--- src/verilog/int_mem_pkg.sv ---
`default_nettype none

package int_mem_pkg;

   // bus word geometry
   localparam int DATA_W = 32;
   localparam int STRB_W = DATA_W / 8;

   // main ram, word addressed
   localparam int RAM_ADDR_W = 8;
   localparam int RAM_WORDS  = 2 ** RAM_ADDR_W;

   // boot rom, word addressed
   localparam int ROM_ADDR_W = 4;
   localparam int ROM_WORDS  = 2 ** ROM_ADDR_W;

   // index of the final rom word
   localparam logic [ROM_ADDR_W-1:0] ROM_LAST = ROM_ADDR_W'(ROM_WORDS - 1);

   // boot image sits at the very top of the ram
   localparam logic [RAM_ADDR_W-1:0] BOOT_BASE = RAM_ADDR_W'(RAM_WORDS - ROM_WORDS);

   // rom contents: tag in the upper half, word index added on
   localparam logic [DATA_W-1:0] ROM_TAG = 32'hB007_0000;

   // fill rule for rom word k
   function automatic logic [DATA_W-1:0] rom_word(input int k);
      logic [DATA_W-1:0] word;
      word = ROM_TAG + DATA_W'(k);
      return word;
   endfunction

   // ram word that receives rom word k
   function automatic logic [RAM_ADDR_W-1:0] rom_to_ram(input logic [ROM_ADDR_W-1:0] k);
      logic [RAM_ADDR_W-1:0] addr;
      addr = BOOT_BASE + RAM_ADDR_W'(k);
      return addr;
   endfunction

   // boot loader sequence
   typedef enum logic [1:0] {
      LD_READ,
      LD_WRITE,
      LD_WAIT,
      LD_DONE
   } loader_state_e;

   // owner of the ram data port
   typedef enum logic [1:0] {
      GNT_NONE,
      GNT_LOADER,
      GNT_CPU
   } grant_e;

endpackage

`default_nettype wire

--- src/verilog/mem_bus_if.sv ---
`timescale 1ns/100ps
`default_nettype none

interface mem_bus_if;

   // request, held by the master until ready
   logic                                valid;
   logic [int_mem_pkg::RAM_ADDR_W-1:0]  addr;
   logic [int_mem_pkg::DATA_W-1:0]      wdata;
   // all zero means read
   logic [int_mem_pkg::STRB_W-1:0]      wstrb;

   // response, ready is a single cycle pulse
   logic                                ready;
   logic [int_mem_pkg::DATA_W-1:0]      rdata;

   modport master (
      output valid, addr, wdata, wstrb,
      input  ready, rdata
   );

   modport slave (
      input  valid, addr, wdata, wstrb,
      output ready, rdata
   );

endinterface

`default_nettype wire

--- src/verilog/boot_loader.sv ---
`timescale 1ns/100ps
`default_nettype none

module boot_loader (
   input  wire logic                                clk,
   input  wire logic                                rst,

   // rom side
   output logic      [int_mem_pkg::ROM_ADDR_W-1:0]  o_rom_addr,
   input  wire logic [int_mem_pkg::DATA_W-1:0]      i_rom_rdata,

   // write bus toward the ram data port
   mem_bus_if.master                                ld,

   output logic                                     o_loaded
);

   int_mem_pkg::loader_state_e        state;
   logic [int_mem_pkg::ROM_ADDR_W-1:0] word_cnt;

   // copy sequence, one word per pass
   always_ff @(posedge clk or posedge rst) begin
      if (rst) begin
         state    <= int_mem_pkg::LD_READ;
         word_cnt <= '0;
      end else begin
         case (state)
            // rom address out, data back next cycle
            int_mem_pkg::LD_READ: begin
               state <= int_mem_pkg::LD_WRITE;
            end
            // ram takes the request on this edge
            int_mem_pkg::LD_WRITE: begin
               state <= int_mem_pkg::LD_WAIT;
            end
            int_mem_pkg::LD_WAIT: begin
               if (ld.ready) begin
                  if (word_cnt == int_mem_pkg::ROM_LAST) begin
                     state <= int_mem_pkg::LD_DONE;
                  end else begin
                     word_cnt <= word_cnt + 1'b1;
                     state    <= int_mem_pkg::LD_READ;
                  end
               end
            end
            // parked until the next reset
            default: begin
               state <= int_mem_pkg::LD_DONE;
            end
         endcase
      end
   end

   assign o_rom_addr = word_cnt;

   // rom output is stable while the counter holds
   assign ld.valid = (state == int_mem_pkg::LD_WRITE) || (state == int_mem_pkg::LD_WAIT);
   assign ld.addr  = int_mem_pkg::rom_to_ram(word_cnt);
   assign ld.wdata = i_rom_rdata;
   assign ld.wstrb = '1;

   assign o_loaded = (state == int_mem_pkg::LD_DONE);

endmodule

`default_nettype wire

--- src/flat_wrapper.sv ---
// flat-port wrapper written by rule: the top's interface ports become plain ports
module boot_loader_flat 
  (clk, rst, o_rom_addr, i_rom_rdata, o_loaded, ld_valid, ld_addr, ld_wdata, ld_wstrb, ld_ready, ld_rdata);
  mem_bus_if ld_i ();
  input  wire logic clk;
  input  wire logic rst;
  output logic      [int_mem_pkg::ROM_ADDR_W-1:0] o_rom_addr;
  input  wire logic [int_mem_pkg::DATA_W-1:0] i_rom_rdata;
  output logic o_loaded;
  output wire logic [$bits(ld_i.valid)-1:0] ld_valid;
  output wire logic [$bits(ld_i.addr)-1:0] ld_addr;
  output wire logic [$bits(ld_i.wdata)-1:0] ld_wdata;
  output wire logic [$bits(ld_i.wstrb)-1:0] ld_wstrb;
  input wire logic [$bits(ld_i.ready)-1:0] ld_ready;
  input wire logic [$bits(ld_i.rdata)-1:0] ld_rdata;
  assign ld_valid = ld_i.valid;
  assign ld_addr = ld_i.addr;
  assign ld_wdata = ld_i.wdata;
  assign ld_wstrb = ld_i.wstrb;
  assign ld_i.ready = ld_ready;
  assign ld_i.rdata = ld_rdata;
  boot_loader u_core (.clk(clk), .rst(rst), .o_rom_addr(o_rom_addr), .i_rom_rdata(i_rom_rdata), .ld(ld_i), .o_loaded(o_loaded));
endmodule
--- config.mk ---
export PLATFORM = sky130hd
export DESIGN_NAME = boot_loader_flat
export DESIGN_NICKNAME = d
export VERILOG_FILES = /design/src/verilog/int_mem_pkg.sv /design/src/verilog/mem_bus_if.sv /design/src/verilog/boot_loader.sv /design/src/flat_wrapper.sv
export SDC_FILE = /design/constraint.sdc
export NUM_CORES = 1
export LEC_CHECK = 0
export BUFFER_PORTS_ARGS = -buffer_cell sky130_fd_sc_hd__buf_2
export CORE_MARGIN = 8
export CORE_UTILIZATION = 27
export CTS_BUF_LIST = sky130_fd_sc_hd__clkbuf_16
export DETAILED_ROUTE_END_ITERATION = 10
export HOLD_SLACK_MARGIN = 0.02
export MAX_ROUTING_LAYER = met4
export PLACE_DENSITY = 0.81
export REMOVE_ABC_BUFFERS = 1
export SLEW_MARGIN = 20
export SYNTH_ARGS = -nofsm -noshare
export SYNTH_HDL_FRONTEND = slang
export SYNTH_SLANG_ARGS = --single-unit
--- constraint.sdc ---
create_clock -name clk -period 1.6 [get_ports clk]
set_clock_uncertainty 0.05 [all_clocks]
set_input_delay 0.24 -clock clk [delete_from_list [all_inputs] [get_ports clk]]
set_output_delay 0.24 -clock clk [all_outputs]
set_load 0.02 [all_outputs]
* Word level (Yosys, flattened, before mapping)
Cells that the tools add are included.
Storage, ports and cells: flip-flop bits (word level) 6, bits of input ports 67
Cells by class: eq/ne operators 5, $add $sub $neg 2, mux-type cells 3, bitwise gates (word level) 1, reductions and logical operators 3
Operators by type and width (number):
- 5-bit by 5-bit adder with 6-bit output, first input constant | 1
- 2-bit one-hot mux with 3 select lines | 1
- 4-bit by 1-bit adder with 4-bit output, second input constant | 1
- 2-bit equality test, second input constant | 2
- 4-bit equality test, second input constant | 1
- 2-bit 2-to-1 mux | 2
- 3-bit AND reduction | 1
- 2-bit by 1-bit equality test with 1-bit output, second input constant | 1
- 2-bit logical NOT | 1
- 2-bit inequality test, second input constant | 1
- 1-bit logical OR | 1
- 1-bit NOT | 1

* Logic depth before layout (Yosys ltp)
word-level depth 4, mapped depth 5, mapped depth without buffers 5

* Worst setup path after synthesis
OpenSTA, ideal clock, no wires.
path type register to register, from register u_core.word_cnt (netlist bit u_core.o_rom_addr[0]), to register u_core.word_cnt (netlist bit u_core.o_rom_addr[1]), setup time 0.125 ns, arrival 1.311 ns, path slack 0.114 ns, path buffers 0, cell stages (with the launch flop) 5, cells stage by stage dfrtp_1 -> ha_1 -> nand3_2 -> and3_4 -> mux2_4
On the way: cells in the longest elaborated chain, start to end 3
RTL lines:
- start: declaration | RTL line boot_loader.sv:19 | logic [int_mem_pkg::ROM_ADDR_W-1:0] word_cnt;
- start signal: assignment | RTL line boot_loader.sv:41 | word_cnt <= word_cnt + 1'b1;
- parallel branches: the longest is 3 deep, another holds 4-bit by 1-bit adder with 4-bit output
Parallel ways; which one is timed is not known. A chain may end at the register's enable or synchronous reset.

* Worst setup path in the final report
from register u_core.state[0], to register u_core.word_cnt (netlist bit u_core.o_rom_addr[1])
On the way: cells in the longest elaborated chain, start to end 2
RTL lines:
- start: declaration | RTL line boot_loader.sv:18 | int_mem_pkg::loader_state_e state;
- start signal: assignment | RTL line boot_loader.sv:24 | state <= int_mem_pkg::LD_READ;
- start signal: assignment | RTL line boot_loader.sv:30 | state <= int_mem_pkg::LD_WRITE;
- start signal: assignment | RTL line boot_loader.sv:34 | state <= int_mem_pkg::LD_WAIT;
- 2-bit equality test | RTL line boot_loader.sv:27 | case (state)
- 3-bit AND reduction (no source line)
Every way passes these cells.

==> results_dict.tcl <==
set metrics [dict create \
    outcome "finished clean" \
    port_buffers 12 \
    synth.avg_cell_area_sq_um 9.181 \
    max_stage_delay_ns 0.41 \
    antenna_found_initial 0 \
    drive_gt1_frac 0.3585 \
    cts_num_sinks 6 \
    cp_top_family "flip-flops" \
    grt_pass1_vias 342 \
    fp-row-count 18 \
    path_buf_inv 1 \
    finalCritPeriodShare 0.9237 \
    synth.most_common_cell "buf_4" \
    fillers 267 \
    die_x_microns 66.16 \
    cp.required_ns 1.66 \
    core-area_sq_um 2432 \
    initial_core_util 0.2793 \
    globalplace.congestion 0.7308 \
    grt_max_degree 7 \
    seq_area_sq_um 150.1 \
    synth_commonest_cells "44 x buf_4, 6 x dfrtp_1, 4 x ha_1, 4 x inv_1" \
    num_antenna_cells 0 \
    synth_area_sq_um 679.4 \
    netlist.area_leader.share 0.4862 \
    cts_made_buffers 3 \
    stdcell_count 83 \
    gr-total-overflow 0 \
    totalPowerFinal_w 0.001393 \
    drt-total-wl_microns 3386 \
    place_area_sq_um 473.0 \
    drtIter0Drc 20 \
    arrival_ns 1.54 \
    synth_ff_type "dfrtp_1" \
    ys_async_sr_fraction 1.000 \
    critPathKind "reg -> reg" \
    clockRootBuffer "clkbuf_16" \
    yosysUniqueCellTypes 18 \
    areaGrowthSynthToFinish_pct -17.86 \
    worst_hold_path_type "in -> reg" \
    fmax_mhz 676.6 \
    hold_viol_final 0 \
    vias 370 \
    syn_inst 74 \
    vdd_drop_max_uv 781.7 \
    multi_input_area_sq_um 210.2 \
    hp-start "ld_ready" \
    drv_slew 0 \
    post-place-ws_ns 0.1217 \
    ys_top_cells_by_area "buf_4 49%, dfrtp_1 22%, ha_1 7.4%" \
    h-tree-depth 1 \
    timing.final.ws_setup_ns 0.1221 \
    critPathLaunch "u_core.state[0]" \
    final.min_clock_period_ns 1.478 \
    worstSetupEndpointType "register" \
    fin_area_sq_um 558.0 \
    grt_pass1_wl_microns 3898 \
    first_pass_iters 3 \
    ys_ff_latch 6 \
    ys_seq_area_frac 0.2210 \
    track_usage 0.1555 \
    p_leak_nw 0.2772 \
    synth_edf_count 0 \
    cts_tree "yes" \
    die_h_microns 66.16 \
    wire_per_inst_microns 40.80 \
    dp_cells 79 \
    dp_hpwl_microns 3182 \
    ant_nets 0 \
    critPathLaunchType "register" \
    dieArea_sq_um 4377 \
    setup_viol 0 \
    cts.repair.resized 0 \
    path_cells "inv_1 > ha_1 > and3_4 > mux2_4" \
    final.setup.tns_ns 0 \
    crit_fanout 6 \
    viasPerCell 4.458 \
    clock_path_buffers 2 \
    fin_nets 126 \
    powerDensity_nw_per_um2 2496 \
    yosysTopAreaCell "buf_4" \
    io_pins 117 \
    route.detailed.drc 0 \
    synth_warnings 0 \
    worst_skew_pair.late_latency_ns 0.23 \
    path_clk_slew_ns 0.03 \
    timing.rr.start "u_core.state[0]" \
    crit_slowest_cell "dfrtp_1" \
    rsz0062_at_grt "no" \
    cap_violations 0 \
]
area by class of cell:
type,count,area share
tap,30,0.06726
clock buffer,3,0.1345
inverter,4,0.02691
timing repair buffer,13,0.1256
multi-input combinational,27,0.3767
sequential,6,0.2691
per-stage QoR:
stage,hold WS (ns),util
floorplan,-0.01904,-
global placement,0.1165,0.1944
detailed placement,0.1268,0.1944
CTS,0.2803,0.2294
global route,0.3108,0.2294
finish,0.2763,0.2294
registers in the layout, summed over array words and instances, names as in the netlist:
register,flops
u_core.state,2
u_core.o_rom_addr,4
worst paths after layout:
kind	slack (ns)	depth (start not counted)	to
min in group asynchronous	0.43	3	u_core.state[0]
worst max-delay path	0.12	4	u_core.o_rom_addr[1]
max in group asynchronous	0.87	3	u_core.o_rom_addr[1]
worst min-delay path	0.28	3	u_core.o_rom_addr[3]
worst min register to register	0.49	1	u_core.o_rom_addr[0]
worst max register to register	0.12	4	u_core.o_rom_addr[1]
cell families after synthesis:
| group | share of synthesized area |
|---|---|
| buf+inv | 0.5083 |
| simple gates | 0.08104 |
| flops | 0.2210 |
| fa+ha+maj | 0.07367 |
| compound gates | 0.04973 |
| xor+xnor | 0.03868 |
| other cells | 0.005520 |
| mux | 0.02209 |
power breakdown:
part / switching [W] / internal, W
Combinational: 0.000387 / 0.000262
Clock: 0.0000839 / 0.000321
Sequential: 0.000105 / 0.000234
tightest hold or removal path, delay by kind of cell:
| kind | cells | cell delay, ns |
|---|---|---|
| buf+inv | 1 | 0.13 |
| xor+xnor | 1 | 0.06 |
| simple gates | 1 | 0.08 |
cells in the final DEF, fill, tap and decap left out, types with 2 or more instances in the layout:
master | Yosys | layout
buf_2 | 0 | 12
clkbuf_16 | 0 | 3
conb_1 | 1 | 8
dfrtp_1 | 6 | 6
ha_1 | 4 | 4
inv_1 | 4 | 4
nand4_1 | 2 | 2
xnor2_1 | 2 | 2
timing repair:
action	4_1_cts	5_1_grt
endpoints found under the setup margin	0	0
hold buffers	1	0
setup buffers	0	0
hold endpoints to repair	6	0
per-layer routing:
metal,GRT usage,vias to the layer above,wire length (microns)
li1,-,144,-
met1,0.04470,147,370
met2,0.1906,75,1277
met3,0.3627,4,1701
met4,0.05600,0,37
met5,-,-,0
Note: power is estimated with default switching activity, not from simulation.
