**config.mk**
```make
export PLATFORM = sky130hd
export DESIGN_NAME = ram_access_ctrl_flat
export DESIGN_NICKNAME = d
export VERILOG_FILES = /design/src/verilog/int_mem_pkg.sv /design/src/verilog/mem_bus_if.sv /design/src/verilog/ram_access_ctrl.sv /design/src/flat_wrapper.sv
export SDC_FILE = /design/constraint.sdc
export NUM_CORES = 1
export LEC_CHECK = 0
export CAP_MARGIN = 20
export CORE_AREA = 2 2 140 142
export CTS_CLUSTER_DIAMETER = 100
export DETAILED_ROUTE_END_ITERATION = 16
export DIE_AREA = 0 0 142 144
export DONT_BUFFER_PORTS = 1
export GPL_TIMING_DRIVEN = 0
export PLACE_DENSITY = 0.43
export SYNTH_ARGS = -nofsm -noshare
export SYNTH_HDL_FRONTEND = slang
export SYNTH_SLANG_ARGS = --single-unit
```
**constraint.sdc**
```tcl
create_clock -name clk -period 1.72 [get_ports clk]
set_input_delay 0.258 -clock clk [delete_from_list [all_inputs] [get_ports clk]]
set_output_delay 0.258 -clock clk [all_outputs]
set_load 0.01 [all_outputs]
```
**src/verilog/int_mem_pkg.sv**
```systemverilog
`default_nettype none

package int_mem_pkg;

   // bus word geometry
   localparam int DATA_W = 32;
   localparam int STRB_W = DATA_W / 8;

   // main ram, word addressed
   localparam int RAM_ADDR_W = 8;
   localparam int RAM_WORDS  = 2 ** RAM_ADDR_W;

   // boot rom, word addressed
   localparam int ROM_ADDR_W = 4;
   localparam int ROM_WORDS  = 2 ** ROM_ADDR_W;

   // index of the final rom word
   localparam logic [ROM_ADDR_W-1:0] ROM_LAST = ROM_ADDR_W'(ROM_WORDS - 1);

   // boot image sits at the very top of the ram
   localparam logic [RAM_ADDR_W-1:0] BOOT_BASE = RAM_ADDR_W'(RAM_WORDS - ROM_WORDS);

   // rom contents: tag in the upper half, word index added on
   localparam logic [DATA_W-1:0] ROM_TAG = 32'hB007_0000;

   // fill rule for rom word k
   function automatic logic [DATA_W-1:0] rom_word(input int k);
      logic [DATA_W-1:0] word;
      word = ROM_TAG + DATA_W'(k);
      return word;
   endfunction

   // ram word that receives rom word k
   function automatic logic [RAM_ADDR_W-1:0] rom_to_ram(input logic [ROM_ADDR_W-1:0] k);
      logic [RAM_ADDR_W-1:0] addr;
      addr = BOOT_BASE + RAM_ADDR_W'(k);
      return addr;
   endfunction

   // boot loader sequence
   typedef enum logic [1:0] {
      LD_READ,
      LD_WRITE,
      LD_WAIT,
      LD_DONE
   } loader_state_e;

   // owner of the ram data port
   typedef enum logic [1:0] {
      GNT_NONE,
      GNT_LOADER,
      GNT_CPU
   } grant_e;

endpackage

`default_nettype wire

```
**src/verilog/mem_bus_if.sv**
```systemverilog
`timescale 1ns/100ps
`default_nettype none

interface mem_bus_if;

   // request, held by the master until ready
   logic                                valid;
   logic [int_mem_pkg::RAM_ADDR_W-1:0]  addr;
   logic [int_mem_pkg::DATA_W-1:0]      wdata;
   // all zero means read
   logic [int_mem_pkg::STRB_W-1:0]      wstrb;

   // response, ready is a single cycle pulse
   logic                                ready;
   logic [int_mem_pkg::DATA_W-1:0]      rdata;

   modport master (
      output valid, addr, wdata, wstrb,
      input  ready, rdata
   );

   modport slave (
      input  valid, addr, wdata, wstrb,
      output ready, rdata
   );

endinterface

`default_nettype wire

```
**src/verilog/ram_access_ctrl.sv**
```systemverilog
`timescale 1ns/100ps
`default_nettype none

module ram_access_ctrl (
   input  wire logic                                clk,
   input  wire logic                                rst,
   input  wire logic                                i_boot,
   input  wire logic                                i_loaded,

   // loader writes
   mem_bus_if.slave                                 ld,

   // cpu instruction port
   input  wire logic                                i_i_valid,
   input  wire logic [int_mem_pkg::RAM_ADDR_W-1:0]  i_i_addr,
   output logic                                     o_i_ready,
   output logic      [int_mem_pkg::DATA_W-1:0]      o_i_rdata,

   // cpu data port
   input  wire logic                                i_d_valid,
   input  wire logic [int_mem_pkg::RAM_ADDR_W-1:0]  i_d_addr,
   input  wire logic [int_mem_pkg::DATA_W-1:0]      i_d_wdata,
   input  wire logic [int_mem_pkg::STRB_W-1:0]      i_d_wstrb,
   output logic                                     o_d_ready,
   output logic      [int_mem_pkg::DATA_W-1:0]      o_d_rdata,

   // ram side
   mem_bus_if.master                                ram_i,
   mem_bus_if.master                                ram_d
);

   int_mem_pkg::grant_e                 grant;

   logic                                i_req_valid;
   logic [int_mem_pkg::RAM_ADDR_W-1:0]  i_req_addr;
   logic                                d_req_valid;
   logic [int_mem_pkg::RAM_ADDR_W-1:0]  d_req_addr;
   logic [int_mem_pkg::DATA_W-1:0]      d_req_wdata;
   logic [int_mem_pkg::STRB_W-1:0]      d_req_wstrb;

   // boot mode points cpu address 0 at the copied image
   function automatic logic [int_mem_pkg::RAM_ADDR_W-1:0] remap(
      input logic [int_mem_pkg::RAM_ADDR_W-1:0] addr,
      input logic                               boot
   );
      logic [int_mem_pkg::RAM_ADDR_W-1:0] ram_addr;
      ram_addr = boot ? addr + int_mem_pkg::BOOT_BASE : addr;
      return ram_addr;
   endfunction

   always_ff @(posedge clk or posedge rst) begin
      if (rst) begin
         grant <= int_mem_pkg::GNT_NONE;
      end else if (i_loaded) begin
         grant <= int_mem_pkg::GNT_CPU;
      end else begin
         grant <= int_mem_pkg::GNT_LOADER;
      end
   end

   // cpu requests wait here until the image is loaded
   always_ff @(posedge clk or posedge rst) begin
      if (rst) begin
         i_req_valid <= 1'b0;
         d_req_valid <= 1'b0;
      end else begin
         if (i_req_valid) begin
            i_req_valid <= !ram_i.ready;
         end else begin
            i_req_valid <= i_i_valid && i_loaded;
         end
         if (d_req_valid) begin
            d_req_valid <= !ram_d.ready;
         end else begin
            d_req_valid <= i_d_valid && i_loaded;
         end
      end
   end

   // payload follows the cpu while no request is pending
   always_ff @(posedge clk) begin
      if (!i_req_valid) begin
         i_req_addr <= remap(i_i_addr, i_boot);
      end
      if (!d_req_valid) begin
         d_req_addr  <= remap(i_d_addr, i_boot);
         d_req_wdata <= i_d_wdata;
         d_req_wstrb <= i_d_wstrb;
      end
   end

   // instruction port has no other master
   assign ram_i.valid = i_req_valid;
   assign ram_i.addr  = i_req_addr;
   assign ram_i.wdata = '0;
   assign ram_i.wstrb = '0;
   assign o_i_ready   = ram_i.ready;
   assign o_i_rdata   = ram_i.rdata;

   always_comb begin
      case (grant)
         int_mem_pkg::GNT_LOADER: begin
            ram_d.valid = ld.valid;
            ram_d.addr  = ld.addr;
            ram_d.wdata = ld.wdata;
            ram_d.wstrb = ld.wstrb;
         end
         int_mem_pkg::GNT_CPU: begin
            ram_d.valid = d_req_valid;
            ram_d.addr  = d_req_addr;
            ram_d.wdata = d_req_wdata;
            ram_d.wstrb = d_req_wstrb;
         end
         default: begin
            ram_d.valid = 1'b0;
            ram_d.addr  = '0;
            ram_d.wdata = '0;
            ram_d.wstrb = '0;
         end
      endcase
   end

   // response goes back to whoever holds the grant
   assign ld.ready  = (grant == int_mem_pkg::GNT_LOADER) && ram_d.ready;
   assign ld.rdata  = ram_d.rdata;
   assign o_d_ready = (grant == int_mem_pkg::GNT_CPU) && ram_d.ready;
   assign o_d_rdata = ram_d.rdata;

endmodule

`default_nettype wire
```
**src/flat_wrapper.sv**
```systemverilog
// flat-port wrapper written by rule: the top's interface ports become plain ports
module ram_access_ctrl_flat 
  (clk, rst, i_boot, i_loaded, i_i_valid, i_i_addr, o_i_ready, o_i_rdata, i_d_valid, i_d_addr, i_d_wdata, i_d_wstrb, o_d_ready, o_d_rdata, ld_valid, ld_addr, ld_wdata, ld_wstrb, ld_ready, ld_rdata, ram_i_valid, ram_i_addr, ram_i_wdata, ram_i_wstrb, ram_i_ready, ram_i_rdata, ram_d_valid, ram_d_addr, ram_d_wdata, ram_d_wstrb, ram_d_ready, ram_d_rdata);
  mem_bus_if ld_i ();
  mem_bus_if ram_i_i ();
  mem_bus_if ram_d_i ();
  input  wire logic clk;
  input  wire logic rst;
  input  wire logic i_boot;
  input  wire logic i_loaded;
  input  wire logic i_i_valid;
  input  wire logic [int_mem_pkg::RAM_ADDR_W-1:0] i_i_addr;
  output logic o_i_ready;
  output logic      [int_mem_pkg::DATA_W-1:0] o_i_rdata;
  input  wire logic i_d_valid;
  input  wire logic [int_mem_pkg::RAM_ADDR_W-1:0] i_d_addr;
  input  wire logic [int_mem_pkg::DATA_W-1:0] i_d_wdata;
  input  wire logic [int_mem_pkg::STRB_W-1:0] i_d_wstrb;
  output logic o_d_ready;
  output logic      [int_mem_pkg::DATA_W-1:0] o_d_rdata;
  input wire logic [$bits(ld_i.valid)-1:0] ld_valid;
  input wire logic [$bits(ld_i.addr)-1:0] ld_addr;
  input wire logic [$bits(ld_i.wdata)-1:0] ld_wdata;
  input wire logic [$bits(ld_i.wstrb)-1:0] ld_wstrb;
  output wire logic [$bits(ld_i.ready)-1:0] ld_ready;
  output wire logic [$bits(ld_i.rdata)-1:0] ld_rdata;
  output wire logic [$bits(ram_i_i.valid)-1:0] ram_i_valid;
  output wire logic [$bits(ram_i_i.addr)-1:0] ram_i_addr;
  output wire logic [$bits(ram_i_i.wdata)-1:0] ram_i_wdata;
  output wire logic [$bits(ram_i_i.wstrb)-1:0] ram_i_wstrb;
  input wire logic [$bits(ram_i_i.ready)-1:0] ram_i_ready;
  input wire logic [$bits(ram_i_i.rdata)-1:0] ram_i_rdata;
  output wire logic [$bits(ram_d_i.valid)-1:0] ram_d_valid;
  output wire logic [$bits(ram_d_i.addr)-1:0] ram_d_addr;
  output wire logic [$bits(ram_d_i.wdata)-1:0] ram_d_wdata;
  output wire logic [$bits(ram_d_i.wstrb)-1:0] ram_d_wstrb;
  input wire logic [$bits(ram_d_i.ready)-1:0] ram_d_ready;
  input wire logic [$bits(ram_d_i.rdata)-1:0] ram_d_rdata;
  assign ld_i.valid = ld_valid;
  assign ld_i.addr = ld_addr;
  assign ld_i.wdata = ld_wdata;
  assign ld_i.wstrb = ld_wstrb;
  assign ld_ready = ld_i.ready;
  assign ld_rdata = ld_i.rdata;
  assign ram_i_valid = ram_i_i.valid;
  assign ram_i_addr = ram_i_i.addr;
  assign ram_i_wdata = ram_i_i.wdata;
  assign ram_i_wstrb = ram_i_i.wstrb;
  assign ram_i_i.ready = ram_i_ready;
  assign ram_i_i.rdata = ram_i_rdata;
  assign ram_d_valid = ram_d_i.valid;
  assign ram_d_addr = ram_d_i.addr;
  assign ram_d_wdata = ram_d_i.wdata;
  assign ram_d_wstrb = ram_d_i.wstrb;
  assign ram_d_i.ready = ram_d_ready;
  assign ram_d_i.rdata = ram_d_rdata;
  ram_access_ctrl u_core (.clk(clk), .rst(rst), .i_boot(i_boot), .i_loaded(i_loaded), .ld(ld_i), .i_i_valid(i_i_valid), .i_i_addr(i_i_addr), .o_i_ready(o_i_ready), .o_i_rdata(o_i_rdata), .i_d_valid(i_d_valid), .i_d_addr(i_d_addr), .i_d_wdata(i_d_wdata), .i_d_wstrb(i_d_wstrb), .o_d_ready(o_d_ready), .o_d_rdata(o_d_rdata), .ram_i(ram_i_i), .ram_d(ram_d_i));
endmodule
```
* Word-level counts from Yosys, hierarchy flattened
Cells that the tools add are included.
** Cells by class
- Reductions and logical operators :: 6
- Muxes and demuxes :: 9
- Eq/ne operators :: 2
- Add/sub/neg operators :: 2
** Operators by type and width (count)
- one-hot mux 32 bit (2 select lines) :: 1
- adder 8 bit (second input constant) :: 2
- 2-to-1 mux 8 bit :: 2
- one-hot mux 8 bit (2 select lines) :: 1
- one-hot mux 4 bit (2 select lines) :: 1
- logical AND 1 bit :: 4
- equality test 2 x 1 -> 1 bit (second input constant) :: 1
- equality test 2 bit (second input constant) :: 1
- logical NOT 1 bit :: 2
- 2-to-1 mux 1 bit :: 2
- 2-to-1 mux 2 bit :: 1
- one-hot mux 1 bit (2 select lines) :: 1
** Storage, ports and cells
- Flip-flop bits (word level) :: 56

* Longest topological paths before layout
- Word-level depth :: 2
- Gate-level depth with buffers :: 6

* Least setup slack after synthesis
No wires, ideal clock.
- Path kind :: reg-to-reg
- Start :: register u_core.d_req_valid
- End :: register u_core.d_req_addr[0] (netlist bit), enable pin
- Setup slack :: 0.072 ns
- Stages on the path, launching flop included :: 2
- Setup time :: 0.399 ns
- Arrival time :: 1.249 ns
- Data required time :: 1.321 ns
- Path buffers :: 0
- Cells stage by stage :: dfrtp_1 inv_1
** RTL lines
- start: declaration :: RTL line ram_access_ctrl.sv:36 : logic d_req_valid;
- start signal: assignment :: RTL line ram_access_ctrl.sv:73 : d_req_valid <= !ram_d.ready;
- start signal: assignment :: RTL line ram_access_ctrl.sv:75 : d_req_valid <= i_d_valid && i_loaded;
- end signal: assignment :: RTL line ram_access_ctrl.sv:86 : d_req_addr <= remap(i_d_addr, i_boot);
- end: declaration :: RTL line ram_access_ctrl.sv:37 : logic [int_mem_pkg::RAM_ADDR_W-1:0] d_req_addr;
No word-level cell between the ends.

* Final worst setup path
- Start :: register u_core.grant[1]
- End :: output ram_d_wdata[30]
** On the way
- Word-level cells in the longest chain between the ends :: 2
** Ends and longest elaborated chain
- start: declaration :: RTL line ram_access_ctrl.sv:32 : int_mem_pkg::grant_e grant;
- start signal: assignment :: RTL line ram_access_ctrl.sv:53 : grant <= int_mem_pkg::GNT_NONE;
- start signal: assignment :: RTL line ram_access_ctrl.sv:55 : grant <= int_mem_pkg::GNT_CPU;
- start signal: assignment :: RTL line ram_access_ctrl.sv:57 : grant <= int_mem_pkg::GNT_LOADER;
- equality test 2 bit or equality test 2 x 1 -> 1 bit (tied branches) :: RTL line ram_access_ctrl.sv:101 : case (grant)
- one-hot mux 32 bit (2 select lines) * :: RTL line ram_access_ctrl.sv:101
- end: declaration :: RTL line flat_wrapper.sv:35 : output wire logic [$bits(ram_d_i.wdata)-1:0] ram_d_wdata;
Every way passes the cells marked *; elsewhere a longest branch is shown, timed or not.

==> metrics <==
TritonCTS clock tree done; startpoint types flop; failing checks negative setup slack; clk slew on worst S/H paths 0.07 ns; Net Sw Power 1.118 mW; synth cell count leaders buf_4 (141), edfxtp_1 (52), nor2_1 (46), a22oi_1 (45), inv_1 (10); Slew @ Worst Pin 0.5364 ns; I/O pin total 358; Power Dens Cells 765.6 nW/um^2; DRT Pass-1 Iters 4; Final Cycle Share 102.3%; Post-Syn Instances 329; final setup margin -0.03925 ns; Die Ht 144 um; average size of a mapped cell 10.71 um^2; Worst-Skew Late Latency 0.29 ns; post-route ant nets 0; Worst Skew 0.003412 ns; Worst Path Arrival 1.50 ns; Clock Sinks 56; Worst Hold Class input port to flop; vias in the first global route 2492; number of synthesized flops with an enable pin 52; clock network power share 29.1%; fmax 568.4 MHz; core region area 19080 um^2; Sum Neg Setup Slack -0.4765 ns; cell taking the most area after synthesis edfxtp_1; # rows 51; setup repair after global routing missed its margin yes; CP max stage delay 0.39 ns; ant diodes 0; critical path, cell by cell inv_1 -> ha_2 -> buf_12 -> buf_12 -> a22oi_2 -> nor2_4; DIE AREA 20450 um^2; Hold Vio Cnt, Final 0; largest net degree at the start of global routing 25; post-synth top area share 44.32%; Final Cell Area 5236 um^2; Leak 2.084 nW; worst-case clock buffer depth 2; Nets 561; CP endpoint kind output pin; Die X 142 um; FFs w/ async S/R, synth 7.143%; root buf cell clkbuf_16; placed wire-length estimate 9.721 mm; Max Fanout on Critical Path 8; worst r2r path cells 2; Syn Std Cell Area 3523 um^2; layout cells sized above 1 68.64%; final setup violation count 28; relative slew slack 64.19%; placed cell count 603; status finished with violations; most numerous cell in the Yosys netlist buf_4; Post-DP Area 3973 um^2; Seq cells post-synth 56; register area share after synthesis 47.16%; Vias/cell 3.971; Period minus WS final 1.759 ns; Worst path slowest cell dfrtp_1; initial antenna violation count 4; kind of critical path flop to output pin; Fin Hold WS 0.04830 ns; post-placement setup slack -0.03586 ns; wire per inst 20.04 um; Worst Path Required 1.46 ns; max cap viols 0; Area contributors post-synth edfxtp_1 (44%), buf_4 (30%), a22oi_1 (9.6%); Worst Hold Depth 1; gpl congestion 0.6729; grt total ovfl 0; H-tree Lvls 2; total design power 4.009 mW; final wirelength 12.57 mm; peak supply drop 0.3979 mV; Sw Ratio 27.89%; Internal Power 2.891 mW; Finished Layout Cells 627; cell repeated most along the worst path buf_12; synth unique cells 20; layout overhead on the synthesized area 48.62%; Combinational Power Share 27.6%; GRT Total Usage 10.91%; ys flop type edfxtp_1; yosys warns 0; Iteration-0 DRC Markers 50; Port Buf Inserts 0; register share of total power 43.3%; Slew Viols, Final 0; cts bufs inserted 5; first-pass GRT wire length 15.97 mm; Via Count 2490; Final Util 27.44%; starting density of the core 18.47%; number of remaining DRC errors 0
==> cell usage in the layout (no fill, tap or decap), types with 2 or more instances in the layout <==
master,Yosys,routed
a22oi_2,0,44
nand2_1,2,2
xnor2_1,2,2
nor2_4,0,41
nor4b_4,2,2
nor2_2,0,4
conb_1,1,36
buf_6,1,2
xor2_1,4,4
inv_1,10,8
clkbuf_16,0,17
dfrtp_1,4,4
inv_2,0,2
ha_1,4,2
buf_4,141,134
and2_4,0,2
o21ai_0,2,2
buf_12,0,13
edfxtp_1,52,52
nand3b_1,2,2
dlygate4sd3_1,0,3
==> power groups by stage <==
stage	registers, mW	clock network, mW	logic, mW
finish	1.74	1.16	1.11
global route	1.75	1.27	1.18
CTS	1.73	1.23	1.03
detailed placement	1.75	0	0.715
global placement	1.75	0	0.698
floorplan	1.73	0	0.588
==> cell families after synthesis <==
| logic type | count (synthesis) | share of synthesized area [%] |
|---|---|---|
| AO/OA/AOI/OAI | 48 | 10.01 |
| XOR/XNOR | 6 | 1.491 |
| adder cells (fa/ha/maj) | 4 | 1.421 |
| buffers and inverters | 159 | 32.28 |
| flip-flops | 56 | 47.16 |
| multiplexers | 1 | 0.2841 |
| other | 1 | 0.1064 |
| AND/OR/NAND/NOR | 54 | 7.244 |
==> per-layer routing <==
metal,share of wire [%],vias up,global-route usage [%]
li1,-,1078,-
met1,32,1193,11.05
met2,57,194,21.18
met3,8.9,17,3.642
met4,1.4,8,3.105
met5,0.37,-,0
==> state kept, by name, summed over array words and instances (netlist names) <==
register,flops
u_core.ram_i.valid,1
u_core.d_req_valid,1
u_core.d_req_wstrb,4
u_core.ram_i.addr,8
u_core.d_req_addr,8
u_core.d_req_wdata,32
u_core.grant,2
==> worst paths after layout <==
check	from	endpoint	slack, ns
max	u_core.grant[1]$_DFF_PP0_	ram_d_wdata[30]	-0.04
min	ram_d_ready	u_core.d_req_valid$_DFF_PP0_	0.05
max reg2reg	u_core.d_req_valid$_DFF_PP0_	u_core.d_req_wdata[22]$_DFFE_PN_	0.29
min reg2reg	u_core.ram_i.valid$_DFF_PP0_	u_core.ram_i.valid$_DFF_PP0_	0.65
max in group asynchronous	rst	u_core.d_req_valid$_DFF_PP0_	1.29
min in group asynchronous	rst	u_core.ram_i.valid$_DFF_PP0_	0.28
==> worst max-delay path, delay by kind of cell (launching register included) <==
family,cells,cell delay [ns]
AO/OA/AOI/OAI,1,0.22
adder cells (fa/ha/maj),1,0.18
buffers and inverters,3,0.35
flip-flops,1,0.39
AND/OR/NAND/NOR,1,0.07
==> cell type report <==
type | instances | area [um^2]
Buffer | 149 | 1325
Clock buffer | 6 | 128.9
Clock inverter | 2 | 35.03
Fill cell | 1976 | 13840
Inverter | 10 | 37.54
Multi-Input combinational cell | 149 | 1414
Sequential cell | 56 | 1662
Tap cell | 238 | 297.8
Timing Repair Buffer | 17 | 336.6
==> timing repair <==
action                                  in CTS  in global routing
gates resized for setup                    165                 28
hold buffers                                 2                  1
endpoints found under the setup margin      43                 47
pin swaps                                    7                 38
cloned                                       5                  4
setup buffers                                3                  1
endpoints found under the hold margin        5                  1
No activity file was read; power rests on OpenSTA's default activity.
